$ cat src/pe_ctrl_pkg.sv
/*
 * pe array controller shared definitions
 * register file address widths, config write kinds, the config word
 * layout and the step count type
 */
package pe_ctrl_pkg;

    // register file depth is 4 for every stream
    localparam int ACTV_AW = 2;
    localparam int WGT_AW  = 2;
    localparam int PSUM_AW = 2;
    localparam int CFG_W   = 16;

    typedef logic [15:0] step_t;

    // target of a configuration write
    typedef enum logic [2:0] {
        ACTV_LEN,
        WGT_LEN,
        PSUM_LEN,
        TOTAL,
        ENTRY
    } cfg_kind_t;

    // one config word, read as a count or as a table entry
    typedef union packed {
        step_t count;           // lengths and total step count
        struct packed {
            logic [CFG_W-ACTV_AW-WGT_AW-PSUM_AW-1:0] spare;
            logic [ACTV_AW-1:0] actv;
            logic [WGT_AW-1:0]  wgt;
            logic [PSUM_AW-1:0] psum;
        } entry;
    } cfg_word_t;

endpackage

$ cat src/pe_ctrl_if.sv
/*
 * links between the controller pipeline stages
 * tm_index_if carries tile indices, rf_addr_if carries looked-up addresses
 */
`timescale 1ns/10ps

interface tm_index_if #(
    parameter int IDX_W = 4
);
    logic             valid;
    logic             ready;
    logic [IDX_W-1:0] actv_idx;
    logic [IDX_W-1:0] wgt_idx;
    logic [IDX_W-1:0] psum_idx;
    logic             actv_bank;
    logic             wgt_bank;
    logic             psum_bank;
    logic             actv_last;
    logic             wgt_last;
    logic             psum_last;

    modport source (output valid, actv_idx, wgt_idx, psum_idx, actv_bank, wgt_bank,
                    psum_bank, actv_last, wgt_last, psum_last, input ready);
    modport sink   (input valid, actv_idx, wgt_idx, psum_idx, actv_bank, wgt_bank,
                    psum_bank, actv_last, wgt_last, psum_last, output ready);
endinterface

interface rf_addr_if;
    import pe_ctrl_pkg::*;

    logic               valid;
    logic               ready;
    logic [ACTV_AW-1:0] actv_addr;
    logic [WGT_AW-1:0]  wgt_addr;
    logic [PSUM_AW-1:0] psum_addr;
    logic               actv_bank;
    logic               wgt_bank;
    logic               psum_bank;
    logic               actv_last;
    logic               wgt_last;
    logic               psum_last;

    modport source (output valid, actv_addr, wgt_addr, psum_addr, actv_bank, wgt_bank,
                    psum_bank, actv_last, wgt_last, psum_last, input ready);
    modport sink   (input valid, actv_addr, wgt_addr, psum_addr, actv_bank, wgt_bank,
                    psum_bank, actv_last, wgt_last, psum_last, output ready);
endinterface

$ cat src/tm_config_store.sv
/*
 * temporal mapping configuration store
 * takes config writes while the controller is idle and holds the tile
 * lengths, the total step count and the rf address table
 */
`timescale 1ns/10ps

module tm_config_store #(
    parameter int TM_DEPTH = 16
) (
    input  logic                              clk,
    input  logic                              reset,
    input  logic                              cfg_valid,
    input  pe_ctrl_pkg::cfg_kind_t            cfg_kind,
    input  logic [$clog2(TM_DEPTH)-1:0]       cfg_index,
    input  pe_ctrl_pkg::cfg_word_t            cfg_data,
    output logic                              cfg_ready,
    input  logic                              busy,
    output pe_ctrl_pkg::step_t                actv_len,
    output pe_ctrl_pkg::step_t                wgt_len,
    output pe_ctrl_pkg::step_t                psum_len,
    output pe_ctrl_pkg::step_t                total,
    input  logic [$clog2(TM_DEPTH)-1:0]       actv_idx,
    input  logic [$clog2(TM_DEPTH)-1:0]       wgt_idx,
    input  logic [$clog2(TM_DEPTH)-1:0]       psum_idx,
    output logic [pe_ctrl_pkg::ACTV_AW-1:0]   actv_addr,
    output logic [pe_ctrl_pkg::WGT_AW-1:0]    wgt_addr,
    output logic [pe_ctrl_pkg::PSUM_AW-1:0]   psum_addr
);
    import pe_ctrl_pkg::*;

    logic [ACTV_AW-1:0] actv_tab [TM_DEPTH];
    logic [WGT_AW-1:0]  wgt_tab  [TM_DEPTH];
    logic [PSUM_AW-1:0] psum_tab [TM_DEPTH];
    logic               wr;

    assign cfg_ready = !busy;
    assign wr        = cfg_valid && cfg_ready;

    always_ff @(posedge clk or posedge reset) begin
        if (reset) begin
            actv_len <= 16'd1;
            wgt_len  <= 16'd1;
            psum_len <= 16'd1;
            total    <= '0;     // nothing to run until configured
        end else if (wr) begin
            case (cfg_kind)
                ACTV_LEN: actv_len <= cfg_data.count;
                WGT_LEN:  wgt_len  <= cfg_data.count;
                PSUM_LEN: psum_len <= cfg_data.count;
                TOTAL:    total    <= cfg_data.count;
                default:  ;
            endcase
        end
    end

    // one entry holds the address of all three streams for one index
    always_ff @(posedge clk) begin
        if (wr && cfg_kind == ENTRY) begin
            actv_tab[cfg_index] <= cfg_data.entry.actv;
            wgt_tab[cfg_index]  <= cfg_data.entry.wgt;
            psum_tab[cfg_index] <= cfg_data.entry.psum;
        end
    end

    assign actv_addr = actv_tab[actv_idx];
    assign wgt_addr  = wgt_tab[wgt_idx];
    assign psum_addr = psum_tab[psum_idx];

endmodule

$ cat src/tile_sequencer.sv
/*
 * tile sequencer, first pipeline stage
 * steps the activation, weight and psum tile indices with their ping-pong
 * bank bits and stalls until the banks a step needs are ready
 */
`timescale 1ns/10ps

module tile_sequencer #(
    parameter int TM_DEPTH = 16
) (
    input  logic               clk,
    input  logic               reset,
    input  logic               start,
    input  pe_ctrl_pkg::step_t actv_len,
    input  pe_ctrl_pkg::step_t wgt_len,
    input  pe_ctrl_pkg::step_t psum_len,
    input  pe_ctrl_pkg::step_t total,
    input  logic [1:0]         actv_avail,
    input  logic [1:0]         wgt_avail,
    input  logic [1:0]         psum_avail,
    output logic               busy,
    tm_index_if.source         step
);
    import pe_ctrl_pkg::*;

    localparam int IDX_W = $clog2(TM_DEPTH);

    // streams are indexed 0 actv, 1 wgt, 2 psum
    logic [IDX_W-1:0] idx [3];
    logic [1:0]       spent [3];    // bank already used up, waiting for tracker to see it
    logic [1:0]       avail [3];
    step_t            len [3];
    logic [2:0]       bank;
    logic [2:0]       last;
    step_t            step_cnt;
    logic             final_step;
    logic             ok;
    logic             fire;

    assign len   = '{actv_len, wgt_len, psum_len};
    assign avail = '{actv_avail, wgt_avail, psum_avail};

    assign final_step = step_cnt == total - 16'd1;

    always_comb begin
        ok = busy;
        for (int i = 0; i < 3; i++) begin
            last[i] = step_t'(idx[i]) == len[i] - 16'd1;
            ok      = ok & avail[i][bank[i]] & ~spent[i][bank[i]];
        end
        last[2] = last[2] | final_step;     // a cut psum tile still gets flushed
    end

    assign step.valid     = ok;
    assign step.actv_idx  = idx[0];
    assign step.wgt_idx   = idx[1];
    assign step.psum_idx  = idx[2];
    assign step.actv_bank = bank[0];
    assign step.wgt_bank  = bank[1];
    assign step.psum_bank = bank[2];
    assign step.actv_last = last[0];
    assign step.wgt_last  = last[1];
    assign step.psum_last = last[2];

    assign fire = step.valid && step.ready;

    always_ff @(posedge clk or posedge reset) begin
        if (reset) begin
            busy     <= 1'b0;
            step_cnt <= '0;
            bank     <= '0;
            for (int i = 0; i < 3; i++) begin
                idx[i]   <= '0;
                spent[i] <= '0;
            end
        end else if (start && !busy) begin
            busy     <= total != '0;
            step_cnt <= '0;
            bank     <= '0;
            for (int i = 0; i < 3; i++) begin
                idx[i]   <= '0;
                spent[i] <= '0;
            end
        end else begin
            for (int i = 0; i < 3; i++) begin
                for (int b = 0; b < 2; b++) begin
                    if (!avail[i][b])
                        spent[i][b] <= 1'b0;    // tracker has taken the bank back
                end
                if (fire && last[i]) begin
                    idx[i]            <= '0;
                    bank[i]           <= ~bank[i];  // swap ping-pong bank
                    spent[i][bank[i]] <= 1'b1;
                end else if (fire) begin
                    idx[i] <= idx[i] + 1'b1;
                end
            end
            if (fire) begin
                step_cnt <= step_cnt + 16'd1;
                if (final_step)
                    busy <= 1'b0;
            end
        end
    end

endmodule

$ cat src/addr_lookup.sv
/*
 * address lookup, second pipeline stage
 * reads the rf addresses of a step from the table and registers them
 * with the bank bits and the last-of-tile flags
 */
`timescale 1ns/10ps

module addr_lookup (
    input  logic                              clk,
    input  logic                              reset,
    tm_index_if.sink                          step,
    output logic [$bits(step.actv_idx)-1:0]   actv_idx,
    output logic [$bits(step.wgt_idx)-1:0]    wgt_idx,
    output logic [$bits(step.psum_idx)-1:0]   psum_idx,
    input  logic [pe_ctrl_pkg::ACTV_AW-1:0]   actv_addr,
    input  logic [pe_ctrl_pkg::WGT_AW-1:0]    wgt_addr,
    input  logic [pe_ctrl_pkg::PSUM_AW-1:0]   psum_addr,
    rf_addr_if.source                         rf
);
    assign actv_idx = step.actv_idx;
    assign wgt_idx  = step.wgt_idx;
    assign psum_idx = step.psum_idx;

    assign step.ready = !rf.valid || rf.ready;  // empty or item leaving

    always_ff @(posedge clk or posedge reset) begin
        if (reset)
            rf.valid <= 1'b0;
        else if (step.ready)
            rf.valid <= step.valid;
    end

    always_ff @(posedge clk) begin
        if (step.valid && step.ready) begin
            rf.actv_addr <= actv_addr;
            rf.wgt_addr  <= wgt_addr;
            rf.psum_addr <= psum_addr;
            rf.actv_bank <= step.actv_bank;
            rf.wgt_bank  <= step.wgt_bank;
            rf.psum_bank <= step.psum_bank;
            rf.actv_last <= step.actv_last;
            rf.wgt_last  <= step.wgt_last;
            rf.psum_last <= step.psum_last;
        end
    end

endmodule

$ cat src/issue_stage.sv
/*
 * issue stage, output register of the controller
 * drives the address triple and bank selects to the PE array and reports
 * every accepted triple as a retire event
 */
`timescale 1ns/10ps

module issue_stage (
    input  logic                              clk,
    input  logic                              reset,
    rf_addr_if.sink                           rf,
    output logic                              addr_valid,
    input  logic                              addr_ready,
    output logic                              actv_sel,
    output logic [pe_ctrl_pkg::ACTV_AW-1:0]   actv_addr,
    output logic                              wgt_sel,
    output logic [pe_ctrl_pkg::WGT_AW-1:0]    wgt_addr,
    output logic                              psum_sel,
    output logic [pe_ctrl_pkg::PSUM_AW-1:0]   psum_addr,
    output logic                              retire,
    output logic                              retire_actv_last,
    output logic                              retire_wgt_last,
    output logic                              retire_psum_last,
    output logic                              retire_actv_bank,
    output logic                              retire_wgt_bank,
    output logic                              retire_psum_bank
);
    logic actv_last;
    logic wgt_last;
    logic psum_last;

    assign rf.ready = !addr_valid || addr_ready;

    always_ff @(posedge clk or posedge reset) begin
        if (reset)
            addr_valid <= 1'b0;
        else if (rf.ready)
            addr_valid <= rf.valid;
    end

    // sel 0 picks rf bank1, 1 picks bank2
    always_ff @(posedge clk) begin
        if (rf.valid && rf.ready) begin
            actv_sel  <= rf.actv_bank;
            wgt_sel   <= rf.wgt_bank;
            psum_sel  <= rf.psum_bank;
            actv_addr <= rf.actv_addr;
            wgt_addr  <= rf.wgt_addr;
            psum_addr <= rf.psum_addr;
            actv_last <= rf.actv_last;
            wgt_last  <= rf.wgt_last;
            psum_last <= rf.psum_last;
        end
    end

    assign retire           = addr_valid && addr_ready;
    assign retire_actv_last = actv_last;
    assign retire_wgt_last  = wgt_last;
    assign retire_psum_last = psum_last;
    assign retire_actv_bank = actv_sel;
    assign retire_wgt_bank  = wgt_sel;
    assign retire_psum_bank = psum_sel;

endmodule

$ cat src/bank_tracker.sv
/*
 * ping-pong bank tracker
 * requests activation and weight fills from the global buffers, queues
 * psum flushes in tile order and raises conv_finish at the end of a job
 */
`timescale 1ns/10ps

module bank_tracker (
    input  logic       clk,
    input  logic       reset,
    input  logic       start,
    input  logic       retire,
    input  logic       retire_actv_last,
    input  logic       retire_wgt_last,
    input  logic       retire_psum_last,
    input  logic       retire_actv_bank,
    input  logic       retire_wgt_bank,
    input  logic       retire_psum_bank,
    input  logic       seq_busy,
    input  logic       lookup_valid,    // step held in the lookup stage
    input  logic       issue_valid,     // step held in the issue stage
    output logic       actv_fill_req1,
    output logic       actv_fill_req2,
    output logic       wgt_fill_req1,
    output logic       wgt_fill_req2,
    input  logic       actv_fill_done1,
    input  logic       actv_fill_done2,
    input  logic       wgt_fill_done1,
    input  logic       wgt_fill_done2,
    output logic       psum_flush_valid,
    output logic       psum_flush_bank,
    input  logic       psum_flush_ready,
    output logic [1:0] actv_avail,
    output logic [1:0] wgt_avail,
    output logic [1:0] psum_avail,
    output logic       conv_finish
);
    // fill streams are indexed 0 actv, 1 wgt
    logic [1:0] fill_pend [2];
    logic [1:0] filled [2];
    logic [1:0] done [2];
    logic [1:0] rlast;
    logic [1:0] rbank;
    logic [1:0] psum_pend;
    logic       head;       // psum tiles alternate banks, so do their flushes
    logic       running;

    assign done  = '{{actv_fill_done2, actv_fill_done1}, {wgt_fill_done2, wgt_fill_done1}};
    assign rlast = {retire_wgt_last, retire_actv_last};
    assign rbank = {retire_wgt_bank, retire_actv_bank};

    assign actv_fill_req1 = fill_pend[0][0];
    assign actv_fill_req2 = fill_pend[0][1];
    assign wgt_fill_req1  = fill_pend[1][0];
    assign wgt_fill_req2  = fill_pend[1][1];
    assign actv_avail     = filled[0];
    assign wgt_avail      = filled[1];

    assign psum_flush_valid = psum_pend[head];
    assign psum_flush_bank  = head;
    assign psum_avail       = ~psum_pend;

    always_ff @(posedge clk or posedge reset) begin
        if (reset) begin
            fill_pend   <= '{2'b00, 2'b00};
            filled      <= '{2'b00, 2'b00};
            psum_pend   <= 2'b00;
            head        <= 1'b0;
            running     <= 1'b0;
            conv_finish <= 1'b0;
        end else if (start && !seq_busy) begin
            fill_pend   <= '{2'b11, 2'b11};     // load both banks up front
            filled      <= '{2'b00, 2'b00};
            psum_pend   <= 2'b00;
            head        <= 1'b0;
            running     <= 1'b1;
            conv_finish <= 1'b0;
        end else begin
            for (int s = 0; s < 2; s++) begin
                for (int b = 0; b < 2; b++) begin
                    if (done[s][b] && fill_pend[s][b]) begin
                        fill_pend[s][b] <= 1'b0;
                        filled[s][b]    <= 1'b1;
                    end
                end
                if (retire && rlast[s]) begin   // tile done, refill its bank for tile k+2
                    filled[s][rbank[s]]    <= 1'b0;
                    fill_pend[s][rbank[s]] <= 1'b1;
                end
            end
            if (psum_flush_valid && psum_flush_ready) begin
                psum_pend[head] <= 1'b0;
                head            <= ~head;
            end
            if (retire && retire_psum_last)
                psum_pend[retire_psum_bank] <= 1'b1;
            if (running && !seq_busy && !lookup_valid && !issue_valid && psum_pend == 2'b00) begin
                running     <= 1'b0;
                conv_finish <= 1'b1;
            end
        end
    end

endmodule

$ cat src/pe_array_ctrl.sv
/*
 * PE array controller top level
 * three stage pipeline that issues register file addresses per compute
 * step, with fill and flush handshakes towards the global buffers
 */
`timescale 1ns/10ps

module pe_array_ctrl #(
    parameter int TM_DEPTH = 16
) (
    input  logic                              clk,
    input  logic                              reset,
    input  logic                              cfg_valid,
    output logic                              cfg_ready,
    input  pe_ctrl_pkg::cfg_kind_t            cfg_kind,
    input  logic [$clog2(TM_DEPTH)-1:0]       cfg_index,
    input  pe_ctrl_pkg::cfg_word_t            cfg_data,
    input  logic                              start,
    output logic                              conv_finish,
    output logic                              addr_valid,
    input  logic                              addr_ready,
    output logic                              actv_sel,
    output logic [pe_ctrl_pkg::ACTV_AW-1:0]   actv_addr,
    output logic                              wgt_sel,
    output logic [pe_ctrl_pkg::WGT_AW-1:0]    wgt_addr,
    output logic                              psum_sel,
    output logic [pe_ctrl_pkg::PSUM_AW-1:0]   psum_addr,
    output logic                              actv_fill_req1,
    output logic                              actv_fill_req2,
    output logic                              wgt_fill_req1,
    output logic                              wgt_fill_req2,
    input  logic                              actv_fill_done1,
    input  logic                              actv_fill_done2,
    input  logic                              wgt_fill_done1,
    input  logic                              wgt_fill_done2,
    output logic                              psum_flush_valid,
    output logic                              psum_flush_bank,
    input  logic                              psum_flush_ready
);
    import pe_ctrl_pkg::*;

    localparam int IDX_W = $clog2(TM_DEPTH);

    step_t              actv_len, wgt_len, psum_len, total;
    logic [IDX_W-1:0]   lk_actv_idx, lk_wgt_idx, lk_psum_idx;
    logic [ACTV_AW-1:0] lk_actv_addr;
    logic [WGT_AW-1:0]  lk_wgt_addr;
    logic [PSUM_AW-1:0] lk_psum_addr;
    logic [1:0]         actv_avail, wgt_avail, psum_avail;
    logic               seq_busy;
    logic               retire, ret_actv_last, ret_wgt_last, ret_psum_last;
    logic               ret_actv_bank, ret_wgt_bank, ret_psum_bank;

    tm_index_if #(.IDX_W(IDX_W)) step_link ();
    rf_addr_if rf_link ();

    tm_config_store #(.TM_DEPTH(TM_DEPTH)) i_config (
        .clk, .reset, .cfg_valid, .cfg_kind, .cfg_index, .cfg_data, .cfg_ready,
        .busy(seq_busy), .actv_len, .wgt_len, .psum_len, .total,
        .actv_idx(lk_actv_idx), .wgt_idx(lk_wgt_idx), .psum_idx(lk_psum_idx),
        .actv_addr(lk_actv_addr), .wgt_addr(lk_wgt_addr), .psum_addr(lk_psum_addr)
    );

    tile_sequencer #(.TM_DEPTH(TM_DEPTH)) i_sequencer (
        .clk, .reset, .start, .actv_len, .wgt_len, .psum_len, .total,
        .actv_avail, .wgt_avail, .psum_avail, .busy(seq_busy), .step(step_link)
    );

    addr_lookup i_lookup (
        .clk, .reset, .step(step_link),
        .actv_idx(lk_actv_idx), .wgt_idx(lk_wgt_idx), .psum_idx(lk_psum_idx),
        .actv_addr(lk_actv_addr), .wgt_addr(lk_wgt_addr), .psum_addr(lk_psum_addr),
        .rf(rf_link)
    );

    issue_stage i_issue (
        .clk, .reset, .rf(rf_link), .addr_valid, .addr_ready,
        .actv_sel, .actv_addr, .wgt_sel, .wgt_addr, .psum_sel, .psum_addr, .retire,
        .retire_actv_last(ret_actv_last), .retire_wgt_last(ret_wgt_last),
        .retire_psum_last(ret_psum_last), .retire_actv_bank(ret_actv_bank),
        .retire_wgt_bank(ret_wgt_bank), .retire_psum_bank(ret_psum_bank)
    );

    bank_tracker i_tracker (
        .clk, .reset, .start, .retire,
        .retire_actv_last(ret_actv_last), .retire_wgt_last(ret_wgt_last),
        .retire_psum_last(ret_psum_last), .retire_actv_bank(ret_actv_bank),
        .retire_wgt_bank(ret_wgt_bank), .retire_psum_bank(ret_psum_bank),
        .seq_busy, .lookup_valid(rf_link.valid), .issue_valid(addr_valid),
        .actv_fill_req1, .actv_fill_req2, .wgt_fill_req1, .wgt_fill_req2,
        .actv_fill_done1, .actv_fill_done2, .wgt_fill_done1, .wgt_fill_done2,
        .psum_flush_valid, .psum_flush_bank, .psum_flush_ready,
        .actv_avail, .wgt_avail, .psum_avail, .conv_finish
    );

endmodule

$ cat config.mk
export PLATFORM = sky130hd
export DESIGN_NAME = pe_array_ctrl
export DESIGN_NICKNAME = d
export VERILOG_FILES = /design/src/pe_ctrl_pkg.sv /design/src/pe_ctrl_if.sv /design/src/tm_config_store.sv /design/src/tile_sequencer.sv /design/src/addr_lookup.sv /design/src/issue_stage.sv /design/src/bank_tracker.sv /design/src/pe_array_ctrl.sv
export SDC_FILE = /design/constraint.sdc
export NUM_CORES = 1
export LEC_CHECK = 0
export BUFFER_PORTS_ARGS = -buffer_cell sky130_fd_sc_hd__buf_2
export CELL_PAD_IN_SITES_DETAIL_PLACEMENT = 1
export CELL_PAD_IN_SITES_GLOBAL_PLACEMENT = 1
export CORE_ASPECT_RATIO = 1.5
export CORE_UTILIZATION = 46
export CTS_CLUSTER_SIZE = 24
export DETAILED_ROUTE_END_ITERATION = 8
export PLACE_DENSITY_LB_ADDON = 0.3
export SYNTH_ARGS = -nofsm -noshare
export SYNTH_HDL_FRONTEND = slang
export SYNTH_HIERARCHICAL = 1
export SYNTH_SLANG_ARGS = --single-unit
$ cat constraint.sdc
create_clock -name clk -period 2.7 [get_ports clk]
set_clock_uncertainty 0.15 [all_clocks]
set_input_delay 0.54 -clock clk [delete_from_list [all_inputs] [get_ports clk]]
set_output_delay 0.54 -clock clk [all_outputs]
set_load 0.05 [all_outputs]
==> flow_metrics.tcl, run 1 <==
set metrics [dict create \
    status "finished with violations" \
    failed_checks "negative setup slack" \
    syn-num-nets 857 \
    instances_no_fill 1257 \
    grt_max_degree 65 \
    reg2reg_depth 9 \
    ir_drop_v 0.000609 \
    required_ns 3.01 \
    synthMuxAreaShare_pct 12.0 \
    crit_slowest_cell "or4_4" \
    rsz0062_at_grt "yes" \
    placed_cells 1201 \
    syn_area_um2 10900 \
    p_per_area_nw_per_um2 899 \
    tightest_slew_ns 0.533 \
    root_buffer "clkbuf_16" \
    crit_end "i_sequencer/step.actv_idx[3]" \
    cts_tree "done" \
    synthAdderAreaFrac_pct 0.917 \
    drv_slew 0 \
    synth_compound_area_share_pct 6.62 \
    die_h_um 191 \
    r2r_start "i_config/actv_len[11]" \
    dp_hpwl_um 20300 \
    max_cap_violations 0 \
    fp-row-count 68 \
    layout-drive-gt1-share_pct 32.3 \
    nFillCells 2314 \
    clk_latency_ns 0.53 \
    cp_cell_sequence "or4_4 -> buf_4 -> a2111oi_4 -> o32a_4 -> nor3_4 -> buf_6 -> a2111oi_4 -> a31oi_4 -> a21oi_2" \
    antenna_cells 0 \
    gp_congestion 0.904 \
    cp_max_fo 3 \
    synth_ff_type "edfxtp_1" \
    crit_path_start "i_config/actv_len[11]" \
    ctsLongestPathBuffers 3 \
    ys_warn_count 6 \
    fin_crit_sh_pct 102 \
    hold_class "primary input to flop" \
    die_area_um2 24400 \
    vias 7208 \
    firstDrtPassIters 4 \
    antenna_found_initial 0 \
    hold_viol 0 \
    slew_headroom_pct 64.4 \
    r2r-end "i_sequencer/step.actv_idx[3]" \
    fp.coreArea_um2 23100 \
    initialDrtViolationCount 378 \
    die_x_um 128 \
    area_growth_pct 18.8 \
    initial_core_util_pct 47.2 \
    wirelength_um 28900 \
    cp_slowest_stage_delay_ns 0.56 \
    setup_slack_ns -0.0550 \
    pin_count 51 \
    post-route-min-period_ns 2.76 \
    final_nets 965 \
    p_leak_nw 5.23 \
    grt_overflow 0 \
    critPathArrivalTime_ns 3.07 \
    yosys.area_share.simple_pct 13.7 \
    drc 0 \
    route.antenna.remaining_nets 0 \
    setup_viol 1 \
    htree_num_levels 1 \
    grt_pass1_wl_um 44300 \
    synth_xor_area_share_pct 4.01 \
    grt_pass1_vias 8005 \
    ff2ff_setup_slack_ns -0.06 \
    fmax_ghz 0.363 \
    cpMostUsedCell "a2111oi_4" \
    startpoint_type "flop" \
    synth_cell_types 87 \
    cts_buffers 24 \
    synthCells 816 \
    path_clk_slew_ns 0.07 \
    path_class "flop to flop" \
    portBuffers 50 \
    synth_seq_cells 237 \
    vias_per_cell 5.73 \
    power_mw 11.7 \
    grt_usage_pct 24.0 \
    async_reset_ff_share_pct 49.4 \
    wl_per_cell_um 23.0 \
    avgSynthCellArea_um2 13.4 \
    utilization_pct 56.1 \
    synth-edff-count 120 \
    cts_sinks 237 \
    synth_top_family_by_area "simple AND/OR/NAND/NOR gates" \
    end_kind "flop" \
    synth_sequential_area_ratio_pct 59.8 \
]
## layout make-up
class / instances / area (um^2) / share of cell area, %
Tap cell: 315 / 394 / 3.04
Clock inverter: 17 / 233 / 1.79
Sequential cell: 237 / 6540 / 50.4
Multi-Input combinational cell: 516 / 4310 / 33.2
Clock buffer: 27 / 612 / 4.71
Timing Repair Buffer: 116 / 781 / 6.02
Inverter: 29 / 109 / 0.839
## worst max-delay path, delay by kind of cell (launching register included)
kind                   cells  cell delay (ns)
buffers and inverters      2             0.30
AO/OA/AOI/OAI              5             1.23
flip-flops                 1             0.38
AND/OR/NAND/NOR            2             0.62
## cells in the final DEF, fill, tap and decap left out, types with 15 or more instances in the layout
cell and count:
edfxtp_1 120, dfrtp_1 113, mux2_2 65, buf_4 61, nor2_1 53, buf_2 50
nand2_1 43, nand3_1 31, inv_1 26, xor2_1 25, clkbuf_16 24, mux4_2 24
a21oi_1 23, xnor2_1 23, nor3_1 21, o21ai_0 15
## metal layers
metal	GRT usage (%)	wire, um
met1	26.2	10800
met4	10.6	1160
met2	45.9	16100
met3	2.92	893
met5	0	0
## timing repair
action | CTS | global route
setup buffers | 1 | 10
endpoints found under the setup margin | 11 | 15
resized for setup | 8 | 39
endpoints found under the hold margin | 71 | 0
hold buffers | 1 | 0
pin swaps | 4 | 19
## cell families (layout without fill, tap and decap cells)
kind of cell,count (synthesis),count (layout)
buffers and inverters,63,189
AOI/OAI and AO/OA,104,104
DFF,237,237
xor gates and xnor gates,50,50
adders and majority gates,8,8
and+or+nand+nor,261,261
muxes,93,93
## flip-flops by register name, indices dropped and copies added, names as in the netlist, 3 cells and up
| signal | cells |
|---|---|
| i_sequencer/step_cnt | 16 |
| i_config/psum_tab | 32 |
| i_config/actv_len | 16 |
| i_sequencer/step.psum_idx | 4 |
| i_config/psum_len | 16 |
| i_sequencer/step.actv_idx | 4 |
| i_config/wgt_len | 16 |
| i_config/total | 16 |
| i_config/actv_tab | 32 |
| i_config/wgt_tab | 32 |
| i_sequencer/spent | 6 |
| i_sequencer/step.wgt_idx | 4 |
| i_sequencer/bank | 3 |
## through the flow
step | setup slack [ns] | hold WS, ns | instance area, um^2 | TNS, ns
6_report | -0.0550 | 0.0649 | 13000 | -0.0550
2_1_floorplan | 0.0873 | 0.119 | 10900 | 0
5_1_grt | -0.143 | 0.0631 | 13000 | -0.354
4_1_cts | -0.00659 | 0.0464 | 12700 | -0.0174
3_5_place_dp | -0.122 | 0.255 | 11800 | -0.381
3_3_place_gp | -0.0431 | 0.251 | 11800 | -0.0899
## where the power goes
| part | internal, mW | switching [mW] | total, mW |
|---|---|---|---|
| logic | 1.39 | 2.03 | 3.43 |
| clock network | 2.13 | 1.42 | 3.54 |
| registers | 4.30 | 0.401 | 4.71 |
## synth_stat cells, drive strengths merged, types with 4 or more instances
cell / count / area share, %
and2: 6 / 0.39
inv: 29 / 1.0
nand4b: 4 / 0.32
nand3: 33 / 1.6
xor2: 25 / 2.0
xnor2: 25 / 2.0
a22oi: 6 / 0.41
o21ai: 21 / 1.0
or4: 6 / 0.52
nand2b: 12 / 0.82
nor3b: 7 / 0.58
mux2: 65 / 6.7
a31oi: 5 / 0.29
nor3: 25 / 1.3
nor4: 9 / 0.77
o2111ai: 4 / 0.32
nor2: 54 / 1.9
nand4: 12 / 0.69
clkbuf: 9 / 0.31
a21oi: 26 / 1.2
nor4b: 4 / 0.44
edfxtp: 120 / 33
nor2b: 16 / 0.92
nand2: 45 / 1.6
and3b: 5 / 0.40
mux4: 24 / 4.9
or3: 9 / 0.52
and3: 4 / 0.23
ha: 8 / 0.92
dfrtp: 114 / 26
mux2i: 4 / 0.37
buf: 25 / 1.6
## worst min-delay path by stage
| stage | start | endpoint | slack [ns] | cells after the start |
|---|---|---|---|---|
| global route | wgt_fill_done2 | i_tracker/wgt_fill_req2 | 0.06 | 2 |
| finish | wgt_fill_done2 | i_tracker/wgt_fill_req2 | 0.06 | 2 |
| CTS | wgt_fill_done2 | i_tracker/wgt_fill_req2 | 0.05 | 2 |
| floorplan | reset | i_issue/addr_valid | 0.12 | 1 |
| global placement | i_lookup/rf.wgt_bank | i_issue/retire_wgt_bank | 0.25 | 0 |
| detailed placement | i_lookup/rf.psum_bank | i_issue/psum_sel | 0.26 | 0 |
Note: power is estimated with default switching activity, not from simulation.
==> run 2: changes to the inputs <==
CORE_ASPECT_RATIO = default   (was 1.5)
CORE_MARGIN = 2   (was default)
clock period = 2.5 ns   (was 2.7 ns; I/O delays follow)
==> flow_metrics.tcl, run 2 (synthesized netlist as in run 1, its figures left out) <==
set metrics [dict create \
    grt_overflow 0 \
    die_x_um 158 \
    r2r_start "i_config/actv_len[0]" \
    rsz0062_at_grt "yes" \
    setup_viol 12 \
    top_regs "i_config/actv_tab x32, i_config/psum_tab x32, i_config/wgt_tab x32" \
    p_per_area_nw_per_um2 962 \
    initial_core_util_pct 46.7 \
    cp_cell_sequence "inv_1 -> ha_2 -> buf_4 -> buf_4 -> xor2_1 -> o31a_1 -> nor3_4 -> nand2_1 -> a31oi_1 -> a21oi_1" \
    layout-drive-gt1-share_pct 37.1 \
    area_growth_pct 23.0 \
    cp_num_buf_inv 3 \
    hold_class "primary input to flop" \
    cts_buffers 26 \
    htree_num_levels 1 \
    antenna_cells 0 \
    wirelength_um 29400 \
    regArea_um2 6540 \
    hold_viol 0 \
    route.antenna.remaining_nets 0 \
    drv_slew 0 \
    tightest_slew_ns 0.542 \
    pin_count 51 \
    clk_latency_ns 0.54 \
    final_common_cell "edfxtp_1" \
    end_kind "flop" \
    cts_tree "done" \
    firstDrtPassIters 5 \
    cpMostUsedCell "buf_4" \
    stdcell_area_um2 13400 \
    die_h_um 158 \
    path_class "flop to flop" \
    r2r-end "i_sequencer/step.actv_idx[3]" \
    grt_max_degree 65 \
    vias 7442 \
    fin_crit_sh_pct 110 \
    crit_slowest_cell "dfstp_2" \
    ctsLongestPathBuffers 3 \
    nFillCells 2332 \
    cp_max_fo 3 \
    fp.coreArea_um2 23400 \
    die_area_um2 25000 \
    dp_hpwl_um 19400 \
    grt_usage_pct 23.1 \
    cts_sinks 237 \
    antenna_found_initial 0 \
    multi_input_area_um2 4480 \
    required_ns 2.76 \
    ff2ff_setup_slack_ns -0.26 \
    failed_checks "negative setup slack" \
    initialDrtViolationCount 451 \
    grt_pass1_wl_um 44000 \
    critPathArrivalTime_ns 3.02 \
    max_cap_violations 0 \
    vias_per_cell 5.73 \
    fp-row-count 56 \
    layout_common_cells "edfxtp_1 (120), dfrtp_1 (113), buf_4 (94)" \
    gp_congestion 0.873 \
    wl_per_cell_um 22.7 \
    path_clk_slew_ns 0.06 \
    root_buffer "clkbuf_16" \
    path_depth 10 \
    final_nets 1001 \
    cp_slowest_stage_delay_ns 0.53 \
    utilization_pct 57.4 \
    status "finished with violations" \
    setup_slack_ns -0.262 \
    portBuffers 50 \
    slew_headroom_pct 63.9 \
    crit_path_start "i_config/actv_len[0]" \
    placed_area_um2 12000 \
    ir_drop_v 0.000458 \
    whs_ns 0.0145 \
    startpoint_type "flop" \
    crit_end "i_sequencer/step.actv_idx[3]" \
    reg2reg_depth 10 \
    drc 0 \
    fmax_ghz 0.362 \
    grt_pass1_vias 7756 \
    post-route-min-period_ns 2.76 \
    p_leak_nw 5.47 \
    critPathTopFamily "compound AO/OA/AOI/OAI gates" \
]
-- run 2: cell types whose count changed in the layout (fill, tap and decap cells not counted), sizes merged --
cell | before | now
buf | 115 | 149
clkinv | 11 | 10
clkbuf | 27 | 32
clkinvlp | 0 | 1
inv | 30 | 29
bufinv | 5 | 4
-- run 2: repair_timing --
| item | 4_1_cts | 5_1_grt |
|---|---|---|
| setup endpoints to repair | 20 | 22 |
| hold buffers | 1 | 0 |
| gates resized for setup | 21 | 52 |
| buffers inserted | 4 | 11 |
| hold endpoints to repair | 114 | 0 |
| pin swaps | 12 | 28 |
-- run 2: worst min-delay path by stage --
stage	depth (start not counted)	to	slack, ns	from
floorplan	1	i_issue/addr_valid	0.08	reset
global placement	2	i_issue/addr_valid	0.24	reset
detailed placement	2	i_lookup/rf.valid	0.24	reset
CTS	2	i_tracker/wgt_fill_req2	0.001	wgt_fill_done2
global route	2	i_tracker/wgt_fill_req2	0.005	wgt_fill_done2
finish	2	i_tracker/wgt_fill_req2	0.01	wgt_fill_done2
-- run 2: final cells by class --
class	instances	share of cell area [%]
multi-input combinational	516	33.4
sequential	237	48.7
tap	319	2.97
clock buffer	32	5.09
timing repair buffer	150	7.68
clock inverter	15	1.42
inverter	29	0.811
-- run 2: layer usage --
layer,vias up,GRT usage (%),wire length (um)
li1,3344,-,-
met5,-,0,0
met1,3867,31.7,12700
met2,184,39.1,14800
met4,0,5.75,638
met3,47,2.87,1250
-- run 2: stage by stage --
stage                     instances  setup WS (ns)  power (mW)  TNS [ns]
after global routing           1298         -0.278        13.5     -2.32
after detailed placement       1235         -0.193        8.59     -1.52
after CTS                      1287        -0.0873        12.6    -0.205
after global placement         1235         -0.198        8.44    -0.669
after floorplan                 816        -0.0339        7.50   -0.0339
final                          1298         -0.262        12.9    -0.892
-- run 2: where the power goes --
| group | switching [mW] | internal (mW) |
|---|---|---|
| registers | 0.417 | 4.65 |
| logic | 2.26 | 1.65 |
| clock network | 1.59 | 2.36 |
